--- config.mk ---
export PLATFORM = sky130hd
export DESIGN_NAME = apb_data_bridge
export DESIGN_NICKNAME = d
export VERILOG_FILES = /design/src/logic/mem_pkg.sv /design/src/logic/apb_data_bridge.sv
export SDC_FILE = /design/constraint.sdc
export NUM_CORES = 1
export LEC_CHECK = 0
export ABC_AREA = 1
export BUFFER_PORTS_ARGS = -buffer_cell sky130_fd_sc_hd__buf_2
export CELL_PAD_IN_SITES_DETAIL_PLACEMENT = 0
export CELL_PAD_IN_SITES_GLOBAL_PLACEMENT = 1
export CORE_UTILIZATION = 27
export DETAILED_ROUTE_END_ITERATION = 10
export GPL_TIMING_DRIVEN = 0
export PLACE_DENSITY_LB_ADDON = 0.3
export SLEW_MARGIN = 20
export SYNTH_ARGS = -nofsm -noshare
export SYNTH_HDL_FRONTEND = slang
export SYNTH_SLANG_ARGS = --single-unit
--- constraint.sdc ---
create_clock -name clock -period 3 [get_ports clock]
set_input_delay 0.6 -clock clock [delete_from_list [all_inputs] [get_ports clock]]
set_output_delay 0.6 -clock clock [all_outputs]
set_load 0.1 [all_outputs]
--- src/logic/mem_pkg.sv ---
package mem_pkg;

    localparam int addr_width = 12;                     // 4 KiB of byte storage
    localparam int data_width = 32;
    localparam int byte_width = 8;
    localparam int paddr_width = 16;
    localparam int ram_depth = 1 << addr_width;
    localparam int bytes_per_word = data_width / byte_width;

    // Size code sits in paddr just above the byte address
    localparam int size_width = 3;
    localparam logic [size_width-1:0] size_byte_u = 3'd0;
    localparam logic [size_width-1:0] size_half_u = 3'd1;
    localparam logic [size_width-1:0] size_word = 3'd2;
    localparam logic [size_width-1:0] size_byte_s = 3'd4;
    localparam logic [size_width-1:0] size_half_s = 3'd5;

    localparam logic [1:0] state_idle = 2'd0;
    localparam logic [1:0] state_load_wait = 2'd1;
    localparam logic [1:0] state_store_walk = 2'd2;

    // Byte 0 is the least significant byte of the word
    typedef union packed {
        logic [data_width-1:0] word;
        logic [bytes_per_word-1:0][byte_width-1:0] bytes;
    } mem_word_u;

endpackage

--- src/logic/apb_data_bridge.sv ---
`timescale 1ns/1ns

module apb_data_bridge (
    input logic clock,
    input logic reset,

    input logic psel,
    input logic penable,
    input logic pwrite,
    input logic [mem_pkg::paddr_width-1:0] paddr,
    input logic [mem_pkg::data_width-1:0] pwdata,
    input logic [mem_pkg::bytes_per_word-1:0] pstrb,
    output logic [mem_pkg::data_width-1:0] prdata,
    output logic pready,

    output logic load_req,
    output logic [mem_pkg::addr_width-1:0] load_addr,
    output logic [2:0] load_length,
    output logic load_signed,
    input logic load_ready,
    input mem_pkg::mem_word_u load_data,

    output logic store_req,
    output logic [mem_pkg::addr_width-1:0] store_addr,
    output logic [mem_pkg::byte_width-1:0] store_byte,
    input logic store_done
);

    logic [1:0] state;
    logic [mem_pkg::bytes_per_word-1:0] strobe_left;
    logic [mem_pkg::bytes_per_word-1:0] strobe_rest;
    logic [1:0] store_index;
    logic [mem_pkg::size_width-1:0] size_code;
    logic setup;
    mem_pkg::mem_word_u wdata_view;

    assign setup = psel && !penable && (state == mem_pkg::state_idle);
    assign size_code = paddr[mem_pkg::addr_width +: mem_pkg::size_width];

    always_comb begin
        case (size_code)
            mem_pkg::size_byte_u, mem_pkg::size_byte_s: load_length = 3'd1;
            mem_pkg::size_half_u, mem_pkg::size_half_s: load_length = 3'd2;
            default: load_length = 3'd4;                // size_word and unused codes
        endcase
    end

    assign load_signed = (size_code == mem_pkg::size_byte_s) || (size_code == mem_pkg::size_half_s);
    assign load_addr = paddr[mem_pkg::addr_width-1:0];
    assign load_req = (setup && !pwrite) || (state == mem_pkg::state_load_wait);  // From setup on

    // Lowest strobe still pending is written first
    always_comb begin
        store_index = 2'd0;
        for (int i = mem_pkg::bytes_per_word - 1; i >= 0; i--) begin
            if (strobe_left[i]) begin
                store_index = 2'(i);
            end
        end
    end

    assign strobe_rest = strobe_left & (strobe_left - 1'b1);
    assign wdata_view = pwdata;
    assign store_req = (state == mem_pkg::state_store_walk);
    assign store_addr = load_addr + mem_pkg::addr_width'(store_index);
    assign store_byte = wdata_view.bytes[store_index];

    always_ff @(posedge clock) begin
        if (reset) begin
            state <= mem_pkg::state_idle;
            strobe_left <= '0;
            pready <= 1'b0;
        end else begin
            pready <= 1'b0;
            case (state)
                mem_pkg::state_idle: begin
                    if (setup && !pwrite) begin
                        state <= mem_pkg::state_load_wait;
                    end else if (setup && |pstrb) begin
                        state <= mem_pkg::state_store_walk;
                        strobe_left <= pstrb;
                    end else if (setup) begin
                        pready <= 1'b1;                 // Nothing to write
                    end
                end
                mem_pkg::state_load_wait: begin
                    if (load_ready) begin
                        state <= mem_pkg::state_idle;
                        pready <= 1'b1;
                    end
                end
                mem_pkg::state_store_walk: begin
                    if (store_done) begin
                        strobe_left <= strobe_rest;
                        if (strobe_rest == '0) begin
                            state <= mem_pkg::state_idle;
                            pready <= 1'b1;
                        end
                    end
                end
                default: state <= mem_pkg::state_idle;
            endcase
        end
    end

    always_ff @(posedge clock) begin
        if (load_ready) begin
            prdata <= load_data.word;
        end
    end

endmodule

==> flow_metrics.py, run 1 <==
metrics = {
    "timing": {
        "finalHoldViolCount": 0,
        "rsz0062_at_grt": "no",
        "worst_pin_slew_ns": 0.716,
        "finalSetupViolCount": 0,
        "fmax_mhz": 348,
        "fin_ws_ns": 0.124,
        "final_max_slew_viol_count": 0,
        "setup_tns_ns": 0,
        "layout_min_cycle_time_ns": 2.88,
        "finalCritPeriodShare": 0.959,
        "fin_skew_ns": 0.00321,
        "max_slew_margin": 0.522,
    },
    "routing": {
        "avgViaCountPerCell": 4.19,
        "antenna_left": 0,
        "dr.pass1.iters": 4,
        "drc": 0,
        "num_vias": 2006,
        "wire_per_inst_um": 11.1,
        "wirelength_um": 5330,
        "first_iter_violations": 46,
    },
    "power": {
        "power_density_nw_per_um2": 839,
        "peakVddDrop_v": 0.000313,
        "power_mw": 2.73,
        "leakagePower_nw": 1.56,
    },
    "run_status": {
        "status": "completed",
    },
    "worst_setup_path": {
        "crit_slowest_cell": "dfxtp_4",
        "crit_path_end": "store_addr[10]",
        "crit_cells": 12,
        "path_buf_inv": 3,
        "path_class": "flip-flop to primary output",
        "r2r-start": "state[0]",
        "start_kind": "flip-flop",
        "slowest_delay_ns": 0.36,
        "crit_required_ns": 2.40,
        "reg2reg_to": "strobe_left[2]",
        "critical_path.cell_chain": "inv_2 -> nand2_2 -> a21oi_4 -> buf_6 -> ha_4 -> fa_2 -> nand2_2 -> nor3_4 -> nand3_2 -> nor2_4 -> xor2_4 -> buf_12",
        "cpMostUsedCell": "nand2_2",
        "crit_fanout": 3,
        "arrival_ns": 2.28,
        "cp_top_family": "simple AND/OR/NAND/NOR gates",
        "cp-startpoint": "strobe_left[2]",
        "worst_r2r_path_depth": 9,
        "end_kind": "primary output",
        "r2r_slack_ns": 1.68,
    },
    "clock_network": {
        "htree_levels": 2,
        "cts_buffer_depth": 2,
        "clock_latency_ns": 0.28,
        "cts_tree": "yes",
        "path_clk_slew_ns": 0.08,
        "root_buffer": "clkbuf_8",
        "cts_made_buffers": 5,
        "hold_buffers": 0,
        "cts.sinks": 39,
    },
    "synthesis": {
        "synthArstFlopShare": 0,
        "synth_edf_count": 32,
        "yosysUniqueCellTypes": 31,
        "syn_avg_cell_area_sq_um": 9.81,
        "synth_ff_type": "edfxtp_1",
        "seq_area_frac_synth": 0.542,
        "synth_top_area_share": 0.473,
        "syn_nets": 301,
        "syn_inst": 207,
        "synth-seq-cells": 39,
        "synth_warnings": 0,
        "synth_area_leaders": "edfxtp_1 47%, dfxtp_1 6.9%, nor2_1 5.7%",
        "synth_area_sq_um": 2030,
        "synth_largest_area_cell": "edfxtp_1",
    },
    "floorplan": {
        "io_pins": 162,
        "core_sq_um": 7250,
        "die_area_sq_um": 7870,
        "die_w_um": 88.7,
        "num_rows": 31,
        "dieHeight_um": 88.7,
        "initial_core_util": 0.280,
    },
    "hold_path": {
        "hold_path_class": "input pin to flip-flop",
        "min_from": "load_data[19]",
    },
    "grt": {
        "antenna_found_initial": 0,
        "grt_usage": 0.128,
        "grt_pass1_vias": 1730,
        "grt_overflow_total": 0,
        "grt_max_degree": 35,
        "grt_pass1_wl_um": 7680,
    },
    "placed_design": {
        "place.gp.congestion": 0.741,
        "place_area_sq_um": 3030,
        "pre_cts_ws_ns": -0.356,
        "io_buffers": 160,
        "hpwl_um": 4400,
    },
    "cells_and_area": {
        "drive_above_1_share": 0.592,
        "nets": 473,
        "final_area_sq_um": 3250,
        "diodes": 0,
        "n_fill_cell": 737,
        "area_delta_synth_final_pct": 60.1,
    },
    "run": {
        "maxCapViolCount": 0,
    },
}
-- final cells by class --
class / instances / area, sq um / area share
sequential: 39 / 1110 / 0.341
timing repair buffer: 165 / 872 / 0.268
buffer: 15 / 116 / 0.0358
tap: 99 / 124 / 0.0381
clock buffer: 5 / 68.8 / 0.0212
clock inverter: 3 / 23.8 / 0.00731
multi-input combinational: 135 / 871 / 0.268
inverter: 18 / 67.6 / 0.0208
-- sequential cells by signal, indices dropped and copies added (netlist names) --
signal	count
pready	1
state	2
prdata	32
strobe_left	4
-- cell usage after synthesis, types with 3 or more instances --
| master | count |
|---|---|
| nand2_1 | 29 |
| nand2_2 | 3 |
| nand3_1 | 7 |
| dfxtp_1 | 7 |
| xor2_1 | 8 |
| edfxtp_1 | 32 |
| nand4_1 | 3 |
| inv_1 | 16 |
| o21ai_0 | 10 |
| o21ai_1 | 9 |
| a21oi_1 | 4 |
| nor2_1 | 31 |
| o211ai_1 | 7 |
| or2_2 | 7 |
| buf_4 | 12 |
-- metal layers --
metal / GRT usage / wire length (um)
met5: 0 / 0
met4: 0.0528 / 106
met3: 0.0243 / 292
met2: 0.236 / 2880
met1: 0.144 / 2050
-- layout by cell type (no fill, tap or decap), drive strengths merged --
cell type,n
dfxtp,7
or2,8
nand3,7
a31oi,1
ha,2
nor3,2
xnor2,2
nand4,3
clkinvlp,2
o21ai,20
nand2,32
xor2,8
buf,179
nand3b,2
edfxtp,32
fa,1
a21oi,5
nor2,34
inv,19
clkbuf,6
o211ai,8
-- logic make-up (layout without fill, tap and decap cells) --
kind of cell | after synthesis | in the layout | share of synthesized area
adders and majority gates | 3 | 3 | 0.0222
DFF | 39 | 39 | 0.542
AOI/OAI and AO/OA | 34 | 34 | 0.104
buffers and inverters | 33 | 206 | 0.0906
and+or+nand+nor | 88 | 88 | 0.198
xor gates and xnor gates | 10 | 10 | 0.0431
-- worst min path at each step --
stage / end / cells past startpoint
finish: prdata[19] / 1
CTS: prdata[19] / 1
detailed placement: strobe_left[2] / 2
floorplan: strobe_left[1] / 2
global route: prdata[25] / 1
global placement: strobe_left[1] / 2
-- metrics by stage --
step | hold WS (ns) | cells | utilization
CTS | 0.470 | 479 | 0.444
global placement | 0.509 | 466 | 0.418
finish | 0.483 | 479 | 0.448
global route | 0.466 | 479 | 0.448
floorplan | 0.491 | 207 | -
detailed placement | 0.515 | 466 | 0.418
-- report_power, final --
group | internal (mW) | leakage [nW] | switching, mW
registers | 0.644 | 0.372 | 0.0278
clock network | 0.166 | 0.0408 | 0.188
logic | 0.332 | 1.15 | 1.37
-- worst register-to-register path: cells and delay by family, from the launching register on --
kind / cells / cell delay, ns
flip-flops: 1 / 0.41
buffers and inverters: 1 / 0.09
AND/OR/NAND/NOR: 8 / 0.70
-- what timing repair did --
item / in CTS / in global routing
setup endpoints to repair: 10 / 8
cloned: 0 / 0
pin swaps: 5 / 6
buffers inserted: 5 / 0
resized for setup: 20 / 6
(Power assumes the default switching activity.)
==> run 2: changes to the inputs <==
- clock period: 3 -> 2.9 ns (I/O delays scaled with it)
==> run 2 against run 1 <==
Setup slack got worse by 0.092 ns. Cell area rose by 2.3%. Count of clock-buffer cells in the layout increased by 1. Die area is the same. Non-clock buffer count shrank 1. Routed wire length decreased by 3.4%. Combinational power increased by 6%. Clock power fell by 5%. Utilization rose by 1.1 points. Sequential power increased by 3.7%. Critical path type unchanged. Largest power group unchanged.
==> flow_metrics.py, run 2 (synthesis results as in run 1) <==
metrics = {
    "clock_network": {
        "root_buffer": "clkbuf_8",
        "cts_made_buffers": 5,
        "cts_buffer_depth": 2,
        "cts.sinks": 39,
        "hold_buffers": 0,
        "clock_latency_ns": 0.28,
        "path_clk_slew_ns": 0.07,
        "htree_levels": 2,
        "cts_tree": "yes",
    },
    "power": {
        "switching_share": 0.577,
        "p_clk_frac": 0.119,
        "power_frac_comb": 0.635,
        "power_density_nw_per_um2": 851,
        "seqPwrFrac": 0.246,
        "p_int_mw": 1.20,
        "leakagePower_nw": 1.58,
        "peakVddDrop_v": 0.000705,
        "power_switching_mw": 1.63,
    },
    "floorplan": {
        "core_sq_um": 7250,
        "num_rows": 31,
        "dieHeight_um": 88.7,
        "initial_core_util": 0.280,
        "io_pins": 162,
        "die_w_um": 88.7,
        "die_area_sq_um": 7870,
    },
    "timing": {
        "worst_pin_slew_ns": 0.703,
        "finalSetupViolCount": 0,
        "max_slew_margin": 0.532,
        "layout_min_cycle_time_ns": 2.87,
        "rsz0062_at_grt": "yes",
        "final_max_slew_viol_count": 0,
        "setup_tns_ns": 0,
        "fin_skew_ns": 0.00254,
        "finalHoldViolCount": 0,
        "fmax_mhz": 349,
        "finalCritPeriodShare": 0.989,
    },
    "routing": {
        "dr.pass1.iters": 4,
        "wirelength_um": 5150,
        "antenna_left": 0,
        "first_iter_violations": 28,
        "avgViaCountPerCell": 4.14,
        "drc": 0,
        "num_vias": 1979,
        "wire_per_inst_um": 10.8,
    },
    "hold_path": {
        "hold_path_class": "input pin to flip-flop",
    },
    "grt": {
        "grt_usage": 0.128,
        "grt_pass1_wl_um": 7670,
        "antenna_found_initial": 0,
        "grt_pass1_vias": 1690,
        "grt_overflow_total": 0,
        "grt_max_degree": 35,
    },
    "placed_design": {
        "io_buffers": 160,
        "place_area_sq_um": 3120,
        "hpwl_um": 4180,
        "place.gp.congestion": 0.762,
    },
    "cells_and_area": {
        "final_cell_mix": "152 x buf_2, 32 x edfxtp_1, 29 x nor2_1, 27 x nand2_1, 20 x buf_4",
        "n_fill_cell": 737,
        "diodes": 0,
        "utilization": 0.459,
        "top_register": "prdata",
        "final_area_sq_um": 3330,
        "area_delta_synth_final_pct": 63.8,
        "largest_reg_flops": 32,
        "layout_commonest_cell": "buf_2",
        "reg.largest.list": "prdata (32), strobe_left (4), state (2)",
        "nets": 472,
        "drive_above_1_share": 0.615,
    },
    "worst_setup_path": {
        "slowest_delay_ns": 0.35,
        "path_class": "flip-flop to primary output",
        "path_buf_inv": 3,
        "crit_fanout": 3,
        "cp_top_family": "simple AND/OR/NAND/NOR gates",
        "end_kind": "primary output",
        "crit_required_ns": 2.32,
        "arrival_ns": 2.29,
        "crit_slowest_cell": "dfxtp_2",
        "critical_path.cell_chain": "inv_2 -> nand2_2 -> a21oi_4 -> buf_6 -> ha_4 -> fa_2 -> nand2_2 -> nor3_4 -> nand3_4 -> nor2_4 -> xor2_4 -> buf_12",
        "cpMostUsedCell": "nand2_2",
        "start_kind": "flip-flop",
    },
    "run_status": {
        "status": "completed",
    },
    "run": {
        "maxCapViolCount": 0,
    },
}
[run 2: cell count changes in the layout (fill, tap and decap cells not counted), moves of 2 or more]
cell | before | now
xor2_4 | 1 | 3
buf_4 | 22 | 20
o21ai_1 | 10 | 2
dfxtp_2 | 2 | 4
o21ai_2 | 0 | 8
xor2_2 | 6 | 4
[run 2: repair_timing]
action / 4_1_cts / 5_1_grt
gates cloned: 0 / 0
buffers inserted: 4 / 0
gates resized for setup: 24 / 4
endpoints found under the setup margin: 11 / 5
hold endpoints to repair: 0 / 0
pin swaps: 7 / 2
[run 2: power by group through the flow]
| stage | logic [mW] | clock network [mW] | registers, mW |
|---|---|---|---|
| after floorplan | 1.21 | 0 | 0.973 |
| after global routing | 1.89 | 0.378 | 0.704 |
| final | 1.80 | 0.338 | 0.697 |
| after CTS | 1.81 | 0.358 | 0.696 |
| after detailed placement | 1.75 | 0 | 0.702 |
| after global placement | 1.75 | 0 | 0.700 |
[run 2: metal layers]
layer | track usage | up-vias | wire, um
met1 | 0.157 | 859 | 2160
met5 | 0 | - | 0
met3 | 0.0345 | 7 | 401
met2 | 0.213 | 86 | 2520
met4 | 0.0499 | 0 | 65
li1 | - | 1027 | -
[run 2: area by class of cell]
class / instances / area, sq um / area share
Timing Repair Buffer: 164 / 878 / 0.264
Clock inverter: 2 / 12.5 / 0.00376
Clock buffer: 6 / 72.6 / 0.0218
Buffer: 15 / 116 / 0.0350
Inverter: 18 / 67.6 / 0.0203
Multi-Input combinational cell: 135 / 950 / 0.285
Sequential cell: 39 / 1110 / 0.332
Tap cell: 99 / 124 / 0.0372
[run 2: worst paths after layout]
| path | from | to | slack, ns | cells after the start |
|---|---|---|---|---|
| worst min register to register | strobe_left[1] | strobe_left[1] | 0.52 | 2 |
| worst max-delay path | strobe_left[2] | store_addr[10] | 0.03 | 12 |
| worst max register to register | state[0] | strobe_left[2] | 1.59 | 9 |
| worst min-delay path | load_data[16] | prdata[16] | 0.47 | 1 |
[run 2: worst register-to-register path, cell delays in order (launching register included)]
cell,delay (ns)
dfxtp_1,0.42
inv_1,0.10
nand2_2,0.10
nor2_2,0.05
nand2_1,0.11
nand2_2,0.09
nor2_4,0.15
nand3_1,0.09
nand2_1,0.06
nor2_1,0.03
[run 2: through the flow]
stage	setup WS (ns)	hold slack, ns	total power [mW]	std cells
4_1_cts	0.000703	0.457	2.87	478
3_5_place_dp	-0.421	0.515	2.46	466
3_3_place_gp	-0.436	0.508	2.45	466
5_1_grt	-0.124	0.448	2.97	478
2_1_floorplan	-0.375	0.491	2.19	207
6_report	0.0321	0.472	2.83	478
