<file path="src/logic/mem_pkg.sv">
package mem_pkg;

    localparam int addr_width = 12;                     // 4 KiB of byte storage
    localparam int data_width = 32;
    localparam int byte_width = 8;
    localparam int paddr_width = 16;
    localparam int ram_depth = 1 << addr_width;
    localparam int bytes_per_word = data_width / byte_width;

    // Size code sits in paddr just above the byte address
    localparam int size_width = 3;
    localparam logic [size_width-1:0] size_byte_u = 3'd0;
    localparam logic [size_width-1:0] size_half_u = 3'd1;
    localparam logic [size_width-1:0] size_word = 3'd2;
    localparam logic [size_width-1:0] size_byte_s = 3'd4;
    localparam logic [size_width-1:0] size_half_s = 3'd5;

    localparam logic [1:0] state_idle = 2'd0;
    localparam logic [1:0] state_load_wait = 2'd1;
    localparam logic [1:0] state_store_walk = 2'd2;

    // Byte 0 is the least significant byte of the word
    typedef union packed {
        logic [data_width-1:0] word;
        logic [bytes_per_word-1:0][byte_width-1:0] bytes;
    } mem_word_u;

endpackage

</file>
<file path="src/logic/mem_ctrl.sv">
`timescale 1ns/1ns

module mem_ctrl (
    input logic clock,
    input logic reset,

    input logic fetch_read,
    input logic [mem_pkg::addr_width-1:0] fetch_addr,
    input logic fetch_discard,
    output logic fetch_busy,
    output logic fetch_ready,
    output mem_pkg::mem_word_u fetch_data,

    input logic load_req,
    input logic [mem_pkg::addr_width-1:0] load_addr,
    input logic [2:0] load_length,
    input logic load_signed,
    output logic load_ready,
    output mem_pkg::mem_word_u load_data,

    input logic store_req,
    input logic [mem_pkg::addr_width-1:0] store_addr,
    input logic [mem_pkg::byte_width-1:0] store_byte,
    output logic store_done,

    output logic ram_write,
    output logic [mem_pkg::addr_width-1:0] ram_addr,
    output logic [mem_pkg::byte_width-1:0] ram_wdata,
    input logic [mem_pkg::byte_width-1:0] ram_rdata
);

    logic [2:0] ld_issue;                               // Load bytes already addressed
    logic load_wait;
    logic load_active;
    logic load_done;
    logic grant_load;
    logic ext_bit;
    mem_pkg::mem_word_u ld_buf;
    mem_pkg::mem_word_u ld_next;
    mem_pkg::mem_word_u ld_ext;

    // The prefetch engine also serves fetch misses by retargeting itself
    logic pf_valid;
    logic [mem_pkg::addr_width-1:0] pf_addr;
    logic [mem_pkg::addr_width-1:0] pf_base;
    logic [2:0] pf_issue;
    logic [2:0] pf_idx;
    logic [2:0] pf_recv;
    logic [2:0] pf_recv_next;
    logic pf_miss;
    logic pf_active;
    logic pf_arrive;
    logic grant_pf;
    mem_pkg::mem_word_u pf_buf;
    mem_pkg::mem_word_u pf_next;
    logic fetch_wait;
    logic fetch_hit_done;

    logic rd_load;                                      // Byte on ram_rdata belongs to the load
    logic rd_pf;
    logic [1:0] rd_index;

    assign load_wait = load_req && !load_ready;
    assign load_active = load_wait && (ld_issue < load_length);
    assign load_done = rd_load && (rd_index == 2'(load_length - 3'd1));

    always_comb begin
        ld_next = ld_buf;
        if (rd_load) begin
            ld_next.bytes[rd_index] = ram_rdata;
        end
    end

    always_comb begin
        ld_ext = ld_next;
        ext_bit = 1'b0;
        case (load_length)
            3'd1: begin
                ext_bit = load_signed && ld_next.bytes[0][mem_pkg::byte_width-1];
                ld_ext.bytes[3:1] = {3{{mem_pkg::byte_width{ext_bit}}}};
            end
            3'd2: begin
                ext_bit = load_signed && ld_next.bytes[1][mem_pkg::byte_width-1];
                ld_ext.bytes[3:2] = {2{{mem_pkg::byte_width{ext_bit}}}};
            end
            default: begin
            end
        endcase
    end

    assign fetch_wait = fetch_read && !fetch_ready && !fetch_discard;
    assign pf_miss = fetch_wait && !(pf_valid && pf_addr == fetch_addr);
    assign pf_base = pf_miss ? fetch_addr : pf_addr;
    assign pf_idx = pf_miss ? 3'd0 : pf_issue;
    assign pf_active = !fetch_discard && (pf_miss || (pf_valid && !pf_issue[2]));
    assign pf_arrive = rd_pf && pf_valid && !pf_miss && !fetch_discard;  // Stale bytes dropped
    assign pf_recv_next = pf_recv + 3'(pf_arrive);
    assign fetch_hit_done = fetch_wait && !pf_miss && pf_recv_next[2];

    always_comb begin
        pf_next = pf_buf;
        if (pf_arrive) begin
            pf_next.bytes[rd_index] = ram_rdata;
        end
    end

    // Fixed priority: data load, then fetch or prefetch, then store
    always_comb begin
        grant_load = 1'b0;
        grant_pf = 1'b0;
        store_done = 1'b0;
        ram_addr = load_addr + mem_pkg::addr_width'(ld_issue);
        if (load_active) begin
            grant_load = 1'b1;
        end else if (pf_active) begin
            grant_pf = 1'b1;
            ram_addr = pf_base + mem_pkg::addr_width'(pf_idx);
        end else if (store_req) begin
            store_done = 1'b1;
            ram_addr = store_addr;
        end
    end

    assign ram_write = store_done;
    assign ram_wdata = store_byte;

    always_ff @(posedge clock) begin
        if (reset) begin
            ld_issue <= '0;
            load_ready <= 1'b0;
            fetch_ready <= 1'b0;
            fetch_busy <= 1'b0;
            pf_valid <= 1'b0;
            pf_issue <= '0;
            pf_recv <= '0;
            rd_load <= 1'b0;
            rd_pf <= 1'b0;
        end else begin
            load_ready <= load_done;
            fetch_ready <= fetch_hit_done;
            fetch_busy <= fetch_wait && load_active && !fetch_hit_done;  // Held off by a load
            rd_load <= grant_load;
            rd_pf <= grant_pf;
            if (load_done) begin
                ld_issue <= '0;
            end else if (grant_load) begin
                ld_issue <= ld_issue + 3'd1;
            end
            if (fetch_discard || store_done) begin
                pf_valid <= 1'b0;                       // A store may overwrite buffered bytes
            end else if (pf_miss) begin
                pf_valid <= 1'b1;
                pf_issue <= 3'(grant_pf);
                pf_recv <= '0;
            end else if (fetch_hit_done) begin
                pf_issue <= '0;                         // Start on the next sequential word
                pf_recv <= '0;
            end else begin
                pf_issue <= pf_issue + 3'(grant_pf);
                pf_recv <= pf_recv_next;
            end
        end
    end

    always_ff @(posedge clock) begin
        rd_index <= grant_load ? ld_issue[1:0] : pf_idx[1:0];
        ld_buf <= ld_next;
        pf_buf <= pf_next;
        if (pf_miss) begin
            pf_addr <= fetch_addr;
        end else if (fetch_hit_done) begin
            pf_addr <= pf_addr + mem_pkg::addr_width'(mem_pkg::bytes_per_word);
        end
        if (load_done) begin
            load_data <= ld_ext;
        end
        if (fetch_hit_done) begin
            fetch_data <= pf_next;
        end
    end

endmodule

</file>
<file path="config.mk">
export PLATFORM = sky130hd
export DESIGN_NAME = mem_ctrl
export DESIGN_NICKNAME = d
export VERILOG_FILES = /design/src/logic/mem_pkg.sv /design/src/logic/mem_ctrl.sv
export SDC_FILE = /design/constraint.sdc
export NUM_CORES = 1
export LEC_CHECK = 0
export BUFFER_PORTS_ARGS = -buffer_cell sky130_fd_sc_hd__buf_2
export CAP_MARGIN = 0
export CORE_MARGIN = 1
export CORE_UTILIZATION = 46
export CTS_BUF_LIST = sky130_fd_sc_hd__clkbuf_8
export CTS_CLUSTER_SIZE = 40
export DETAILED_ROUTE_END_ITERATION = 8
export PLACE_DENSITY_LB_ADDON = 0.2
export SLEW_MARGIN = 40
export SYNTH_ARGS = -nofsm -noshare
export SYNTH_HDL_FRONTEND = slang
export SYNTH_SLANG_ARGS = --single-unit
</file>
<file path="constraint.sdc">
create_clock -name clock -period 4.73 [get_ports clock]
set_input_delay 0.7095 -clock clock [delete_from_list [all_inputs] [get_ports clock]]
set_output_delay 0.7095 -clock clock [all_outputs]
set_load 0.01 [all_outputs]
</file>
==> impl_metrics.csv, run 1 <==
group,metric,value,unit
global_route,grt.overflow.total,0,
timing,finalSetupViolations,0,
timing,finalCritPeriodShare,96.0,%
cells_and_area,synthToLayoutAreaGrowth,19.5,%
power,leakagePower,0.00362,µW
cts,clockBufferDepth,2,
global_route,antenna_found_initial,0,
drt,via_per_inst,5.32,
timing,max_freq,220,MHz
drt,initialDrtViolationCount,248,
run,maxCapViolCount,0,
yosys,ys_warn_count,0,
global_route,grt_max_degree,33,
timing,period_needed,4.54,ns
setup_path,cp-end-kind,"primary output",
run_status,status,"completed",
timing,hold_slack,0.475,ns
global_route,grt-busiest-layer,"met2",
floorplanning,fp.dieW,127,µm
yosys,synth_top_area_share,31.8,%
yosys,synth_nets,691,
yosys,synth.avg_cell_area,11.8,µm²
global_route,grt_pass1_vias,4955,
floorplanning,start_util,47.2,%
cts,tritoncts,"yes",
cts,clock_sinks,157,
timing,fin_ws,0.191,ns
placement,gp_congestion,0.965,
cells_and_area,final_util,56.5,%
floorplanning,core_area,15200,µm²
yosys,synth_seq_cells,157,
cts,cts_max_level,4,
global_route,grtUsageMet1,26.0,%
yosys,ys.flop_type,"dfxtp_1",
cts,clk_pin_slew,0.09,ns
drt,wl,16300,µm
yosys,synth-edff-count,76,
setup_path,rrSetupSlack,1.24,ns
global_route,grtUsageMet2,35.1,%
setup_path,arrival,3.83,ns
placement,dp_slack,0.0969,ns
timing,hold_violations,0,
drt,drt_first_pass_iters,4,
power,powerDensity,353,nW/µm²
placement,postPlaceCellArea,8080,µm²
setup_path,critPathKind,"flip-flop to primary output",
setup_path,worstPathRequired,4.02,ns
timing,tightest_slew,0.656,ns
cells_and_area,drive_gt1_share,37.6,%
cts,root_buffer,"clkbuf_8",
global_route,gr-usage-all-layers,20.7,%
cells_and_area,final_cell_mix,"buf_2, dfxtp_1, edfxtp_1",
timing,fin_skew,0.0102,ns
cts,clk_latency,0.44,ns
placement,dp_hpwl,12100,µm
timing,max_slew_margin,56.0,%
yosys,synthDistinctLibCells,65,
setup_path,critPathMaxFanout,8,
power,ir_drop,0.000195,V
cts,cts_buffers,17,
floorplanning,die_area,16100,µm²
placement,io_buffer_count,134,
floorplanning,fp.dieH,127,µm
drt,vias,5106,
global_route,grt_pass1_wl,25500,µm
cells_and_area,layout.nets,839,
floorplanning,rows,45,
yosys,netlist_area,7180,µm²
yosys,synthesis.instances,611,
drt,wire_per_inst,17.0,µm
timing,slew_violations,0,
min_path,hp-class,"flip-flop to flip-flop",
yosys,synthTopCellsByArea,"edfxtp_1, dfxtp_1, mux2_2, xnor2_1, nand2_1",
global_route,met3_usage,5.23,%
setup_path,startpoint_type,"flip-flop",
cts,ctsHoldBuffers,0,
cells_and_area,fin_area,8580,µm²
yosys,synth_area_leader_cell,"edfxtp_1",
floorplanning,io_pins,151,
cells_and_area,num_antenna_cells,0,
yosys,seq_area_frac_synth,54.4,%
yosys,async_flop_share,0,%
cells_and_area,final_common_cell,"buf_2",
drt,antenna_left,0,
drt,drc,0,
==> synth_stat cells, types with 3 or more instances <==
cell type,n
o32ai_1,5
buf_2,8
inv_1,16
nor4_1,3
nand2_1,71
o21ai_0,17
xnor2_1,33
and3_1,6
nand4_1,8
and2_1,6
nor3_1,8
a21oi_1,14
a221o_1,4
mux2_2,56
xor2_1,17
nor2_1,26
mux2i_1,5
o31ai_1,3
nand3b_1,3
or3_1,3
o211ai_1,4
edfxtp_1,76
ha_1,16
a211oi_1,4
a31oi_1,4
buf_4,9
mux2_4,8
nand3_1,21
dfxtp_1,81
clkbuf_1,15
nand2b_1,12
a21o_1,6
==> cells by family after synthesis <==
logic type / Yosys count / synth area share (%)
and+or+nand+nor: 184 / 13.1
DFF: 157 / 54.4
AOI/OAI and AO/OA: 80 / 8.21
muxes: 69 / 11.1
buffers and inverters: 52 / 3.54
xor gates and xnor gates: 51 / 6.32
adders and majority gates: 18 / 3.34
==> per-layer routing <==
metal,vias to the layer above,wire [µm]
li1,2487,-
met1,2446,7230
met2,159,8050
met3,14,843
met4,0,161
met5,-,0
==> registers in the layout, indices dropped and copies added, names as in the netlist <==
signal	cells
fetch_data	32
ld_buf	32
load_data	32
pf_buf	32
pf_addr	12
ld_issue	3
pf_issue	3
pf_recv	3
rd_index	2
fetch_busy	1
fetch_ready	1
load_ready	1
pf_valid	1
rd_load	1
rd_pf	1
==> where the power goes <==
group | total (µW) | internal, µW | switching, µW
clock network | 926 | 444 | 481
registers | 1610 | 1570 | 43.7
logic | 489 | 228 | 262
total | 3030 | 2240 | 787
==> worst max-delay path: stages, from the launching register on <==
cell	delay, ns
edfxtp_1	0.47
xnor2_2	0.20
nand4_1	0.14
or4_4	0.55
buf_4	0.16
nand2_2	0.14
inv_2	0.05
nand2_1	0.06
nand2_1	0.06
ha_2	0.38
a21oi_2	0.10
or3_1	0.36
xnor2_1	0.18
mux2i_1	0.11
a221o_1	0.30
buf_2	0.14
==> per-stage QoR <==
stage	std cells	setup TNS [ns]	total power (µW)
after floorplan	611	0	1960
after global placement	922	0	2100
after detailed placement	922	0	2130
after CTS	958	0	3050
after global routing	960	-0.0131	3170
final	960	0	3030
==> repair_timing <==
item,CTS,global route
buffers inserted,4,2
cloned,0,0
setup endpoints to repair,4,7
gates resized for setup,1,14
pin swaps,0,2
==> final cells by class <==
cell class,instances,area (µm²)
clock buffer,19,262
clock inverter,13,114
fill,1336,6620
inverter,17,63.8
multi-input combinational,402,3110
sequential,157,3900
tap,188,235
timing repair buffer,164,896
==> final timing paths <==
kind	startpoint	endpoint	cells past startpoint
max	pf_addr[10]	ram_addr[11]	15
min	ld_buf[2]	ld_buf[2]	1
max reg2reg	pf_addr[10]	fetch_data[15]	12
min reg2reg	ld_buf[2]	ld_buf[2]	1
No activity file was read; power rests on OpenSTA's default activity.
==> inputs of run 2 (changes only) <==
- CORE_MARGIN: 1 -> not set
- REMOVE_ABC_BUFFERS: not set -> 1
==> run 2 against run 1 <==
Against the previous run: cell area is 1.6% higher; sequential power about the same; setup slack got worse by 0.015 ns; critical endpoint is now ram_addr[10]; sequential share of layout area shrank 0.70 points; largest cell class unchanged; flip-flop and latch count is the same; routed wire length increased by 2.7%.
==> impl_metrics.csv, run 2 (same netlist as run 1, synthesis figures left out) <==
group,metric,value,unit
global_route,grt.overflow.total,0,
power,ir_drop,0.000179,V
cells_and_area,final_common_cell,"buf_2",
drt,wire_per_inst,17.3,µm
global_route,grt_max_degree,33,
global_route,grt_pass1_vias,5196,
setup_path,critPathTopFamily,"simple AND/OR/NAND/NOR gates",
global_route,gr-usage-all-layers,21.7,%
cells_and_area,num_antenna_cells,0,
floorplanning,fp.dieH,127,µm
run_status,status,"completed",
timing,fin_skew,0.0131,ns
floorplanning,rows,45,
drt,drt_first_pass_iters,4,
setup_path,crit_slowest_cell,"or4_4",
setup_path,path_common_cell,"xnor2_1",
power,leakagePower,0.00367,µW
placement,io_buffer_count,134,
timing,slew_violations,0,
cts,tritoncts,"yes",
timing,max_slew_margin,47.6,%
timing,period_needed,4.55,ns
timing,finalSetupViolations,0,
cells_and_area,final_cell_mix,"buf_2, dfxtp_1, edfxtp_1",
global_route,antenna_found_initial,0,
floorplanning,fp.dieW,127,µm
cts,clk_latency,0.45,ns
min_path,hp-class,"flip-flop to flip-flop",
setup_path,max_stage_delay,0.56,ns
setup_path,worst-path-buf-inv,2,
floorplanning,io_pins,151,
drt,drc,0,
timing,tightest_slew,0.787,ns
placement,dp_hpwl,12300,µm
run,maxCapViolCount,0,
timing,fin_ws,0.176,ns
setup_path,critPathKind,"flip-flop to primary output",
timing,finalCritPeriodShare,96.3,%
setup_path,worstPathRequired,4.02,ns
cells_and_area,synthToLayoutAreaGrowth,21.4,%
drt,vias,5267,
drt,wl,16700,µm
placement,gp_congestion,0.919,
cts,cts_buffers,17,
setup_path,startpoint_type,"flip-flop",
setup_path,arrival,3.84,ns
floorplanning,start_util,47.2,%
setup_path,path_cells,"xnor2_1 -> nand3_1 -> or4_4 -> and3_4 -> a21o_1 -> ha_4 -> fa_2 -> a21oi_4 -> buf_4 -> nor2_1 -> xnor2_1 -> a211o_1 -> a21oi_2 -> buf_2",
cts,clock_sinks,157,
cts,clockBufferDepth,2,
drt,via_per_inst,5.46,
timing,max_freq,220,MHz
placement,dp_slack,0.0715,ns
timing,hold_slack,0.476,ns
cells_and_area,drive_gt1_share,38.7,%
cts,clk_pin_slew,0.09,ns
timing,hold_violations,0,
cts,ctsHoldBuffers,0,
cts,cts_max_level,4,
setup_path,critPathMaxFanout,3,
power,total_power,3100,µW
power,powerDensity,356,nW/µm²
drt,antenna_left,0,
cells_and_area,final_util,57.3,%
cts,root_buffer,"clkbuf_8",
floorplanning,die_area,16100,µm²
floorplanning,core_area,15200,µm²
cells_and_area,layout.nets,844,
timing,setup_tns,0,ns
setup_path,cp-end-kind,"primary output",
global_route,grt_pass1_wl,26800,µm
drt,initialDrtViolationCount,233,
## run 2: changes by cell type in the layout (fill, tap and decap cells not counted), moves of 2 or more
cell      before  now
nor3_1         8    6
inv_6          3    6
ha_4           0    2
clkbuf_8      19   17
buf_4         30   34
## run 2: where the power goes
part / total, µW / switching, µW / internal [µW]
registers: 1610 / 43.7 / 1570
clock network: 985 / 508 / 478
logic: 505 / 271 / 234
total: 3100 / 822 / 2280
## run 2: worst paths after layout
| kind | startpoint | end | slack (ns) | cells after the start |
|---|---|---|---|---|
| hold / removal | pf_buf[31] | pf_buf[31] | 0.48 | 1 |
| setup / recovery | pf_addr[2] | ram_addr[10] | 0.18 | 14 |
| setup reg to reg | pf_addr[4] | pf_issue[2] | 1.10 | 14 |
| hold reg to reg | pf_buf[31] | pf_buf[31] | 0.48 | 1 |
## run 2: cell type report
| class | count | area [µm²] |
|---|---|---|
| multi-input cells | 402 | 3170 |
| clock buffers | 17 | 234 |
| clock inverters | 15 | 160 |
| repair buffers | 169 | 946 |
| fillers | 1327 | 6480 |
| well taps | 188 | 235 |
| flip-flops and latches | 157 | 3900 |
| inverters | 17 | 63.8 |
## run 2: worst register-to-register path: stages, from the launching register on
cell and delay [ns]:
edfxtp_1 0.45, xnor2_2 0.24, nand4_1 0.15, buf_4 0.17, nor4_4 0.33, buf_4 0.25, o2111ai_4 0.19, inv_1 0.11
ha_1 0.14, ha_1 0.21, xor2_1 0.34, o21ai_4 0.12, inv_1 0.45, o22ai_1 0.15, a32o_1 0.23
## run 2: metal layers
layer / vias to the layer above / wire [µm] / global-route usage (%)
met5: - / 0 / 0
met4: 0 / 289 / 7.42
met3: 25 / 843 / 4.72
met2: 180 / 8170 / 37.0
met1: 2570 / 7430 / 27.1
li1: 2492 / - / -
## run 2: timing repair
action	in CTS	in global routing
setup buffers	4	2
pin swaps	0	13
endpoints found under the setup margin	5	7
gates resized for setup	4	21
## run 2: stage by stage
stage | cells | cell area [µm²]
6_report | 965 | 8720
5_1_grt | 965 | 8720
4_1_cts | 963 | 8590
3_5_place_dp | 927 | 8130
3_3_place_gp | 927 | 8130
2_1_floorplan | 576 | 6990
==> inputs of run 3 (changes only) <==
- GPL_TIMING_DRIVEN: not set -> 0
==> run 3 against run 2 <==
Against the previous run: first-iteration DRC count grew 4.7%; combinational power is essentially flat; total power grew 1.7%; clock power grew 6%; die area is the same; register-to-register slack lost 0.31 ns; worst hold slack lost 0.00064 ns; cell area grew 0.52%; setup slack lost 0.11 ns; sequential share of layout area shrank 0.23 points; sequential power is essentially flat; largest cell class unchanged; highest routed layer unchanged.
==> impl_metrics.csv, run 3 (same netlist as run 1, synthesis figures left out) <==
group,metric,value,unit
cts,cts_buffers,17,
setup_path,worstPathRequired,4.02,ns
cells_and_area,layout.nets,836,
timing,finalSetupViolations,0,
floorplanning,fp.dieH,127,µm
timing,tightest_slew,0.843,ns
setup_path,rr_endpoint,"fetch_data[18]",
floorplanning,start_util,47.2,%
setup_path,critPathMaxFanout,4,
setup_path,cp-end-kind,"primary output",
timing,max_freq,214,MHz
power,powerDensity,360,nW/µm²
floorplanning,die_area,16100,µm²
cts,clockBufferDepth,2,
floorplanning,fp.dieW,127,µm
global_route,grt.overflow.total,0,
drt,initialDrtViolationCount,244,
run_status,status,"completed",
placement,io_buffer_count,134,
floorplanning,rows,45,
timing,setup_tns,0,ns
cts,clk_pin_slew,0.09,ns
timing,slew_violations,0,
placement,postPlaceCellArea,7940,µm²
cells_and_area,num_antenna_cells,0,
floorplanning,io_pins,151,
min_path,hp-class,"flip-flop to flip-flop",
timing,rsz0062_at_grt,"yes",
timing,hold_violations,0,
drt,drt_first_pass_iters,4,
cells_and_area,multi_input_area,3250,µm²
setup_path,rrSetupSlack,0.79,ns
setup_path,endpoint,"ram_addr[10]",
cts,clk_latency,0.45,ns
setup_path,startpoint,"pf_addr[5]",
drt,vias,5173,
power,leakagePower,0.00366,µW
global_route,grt_pass1_vias,5032,
timing,hold_slack,0.476,ns
setup_path,arrival,3.96,ns
run,maxCapViolCount,0,
cells_and_area,fin_area,8760,µm²
cts,tritoncts,"yes",
drt,via_per_inst,5.41,
cts,root_buffer,"clkbuf_8",
timing,fin_skew,0.0153,ns
drt,wire_per_inst,17.3,µm
timing,max_slew_margin,42.3,%
global_route,gr-usage-all-layers,21.1,%
cells_and_area,drive_gt1_share,39.4,%
timing,finalCritPeriodShare,98.6,%
drt,drc,0,
floorplanning,core_area,15200,µm²
global_route,antenna_found_initial,0,
setup_path,critPathKind,"flip-flop to primary output",
global_route,grt_pass1_wl,25900,µm
placement,gp_congestion,0.857,
placement,dp_hpwl,11800,µm
power,total_power,3160,µW
setup_path,rr_worst_depth,12,
cells_and_area,synthToLayoutAreaGrowth,22.0,%
cells_and_area,seq_area,3900,µm²
timing,period_needed,4.67,ns
drt,antenna_left,0,
cells_and_area,final_common_cell,"buf_2",
setup_path,r2r_start,"pf_addr[1]",
power,ir_drop,0.000159,V
global_route,grt_max_degree,35,
cells_and_area,fill_cells,1308,
cts,clock_sinks,157,
setup_path,startpoint_type,"flip-flop",
cells_and_area,final_cell_mix,"buf_2, dfxtp_1, edfxtp_1",
cts,cts_max_level,4,
drt,wl,16600,µm
run 3: changes by cell type in the layout (fill, tap and decap cells not counted), moves of 2 or more:
cell and delta:
buf_4 -13, xnor2_2 +5, inv_6 -2, nor2_4 +2
xnor2_1 -5, clkinvlp_4 +2, clkinv_2 -2, buf_2 +2
run 3: metal layers:
layer  vias to the layer above  track usage (%)  share of wire (%)
met5                         -                0                  0
met4                         0             8.19                1.7
met3                        20             5.48                4.6
met2                       161             35.6                 49
met1                      2513             25.9                 45
li1                       2479                -                  -
run 3: metrics by stage:
stage          setup slack [ns]  utilization (%)  instances
2_1_floorplan             0.148                -        576
3_3_place_gp             -0.921             52.0        898
3_5_place_dp             -0.768             52.3        901
4_1_cts                 -0.0243             56.7        948
5_1_grt                  -0.100             57.6        957
6_report                 0.0641             57.6        957
run 3: repair_timing:
item	CTS	global route
hold buffers	0	0
pin swaps	15	24
resized for setup	26	11
buffers inserted	15	8
cloned	0	1
endpoints found under the setup margin	10	8
run 3: power breakdown:
group	switching, µW	leakage (µW)	internal [µW]	total [µW]
registers	43.7	0.00136	1570	1610
clock network	509	0.000199	530	1040
logic	273	0.00210	232	505
run 3: cell type report:
type                       count  area share [%]
sequential                   157            44.6
multi-input combinational    403            37.1
timing repair buffer         160            10.1
tap                          188            2.68
clock buffer                  17            2.67
clock inverter                15            2.13
inverter                      17           0.814
run 3: worst min-delay path by stage:
stage	start	endpoint	slack, ns	cells past startpoint
floorplan	ld_buf[15]	ld_buf[15]	0.44	2
global placement	pf_buf[23]	pf_buf[23]	0.45	1
detailed placement	pf_buf[7]	pf_buf[7]	0.45	1
CTS	pf_buf[4]	pf_buf[4]	0.48	1
global route	pf_buf[4]	pf_buf[4]	0.49	1
finish	ld_buf[6]	ld_buf[6]	0.48	1
run 3: worst max-delay path: stages, from the launching register on:
cell      delay [ns]
edfxtp_1        0.45
xnor2_2         0.21
nand4_1         0.14
or4_4           0.60
and3_4          0.18
a21o_1          0.18
ha_2            0.19
fa_2            0.39
a21oi_4         0.21
nor3_2          0.08
xnor2_2         0.19
nor3_1          0.07
a211o_1         0.32
a21oi_2         0.14
buf_2           0.15
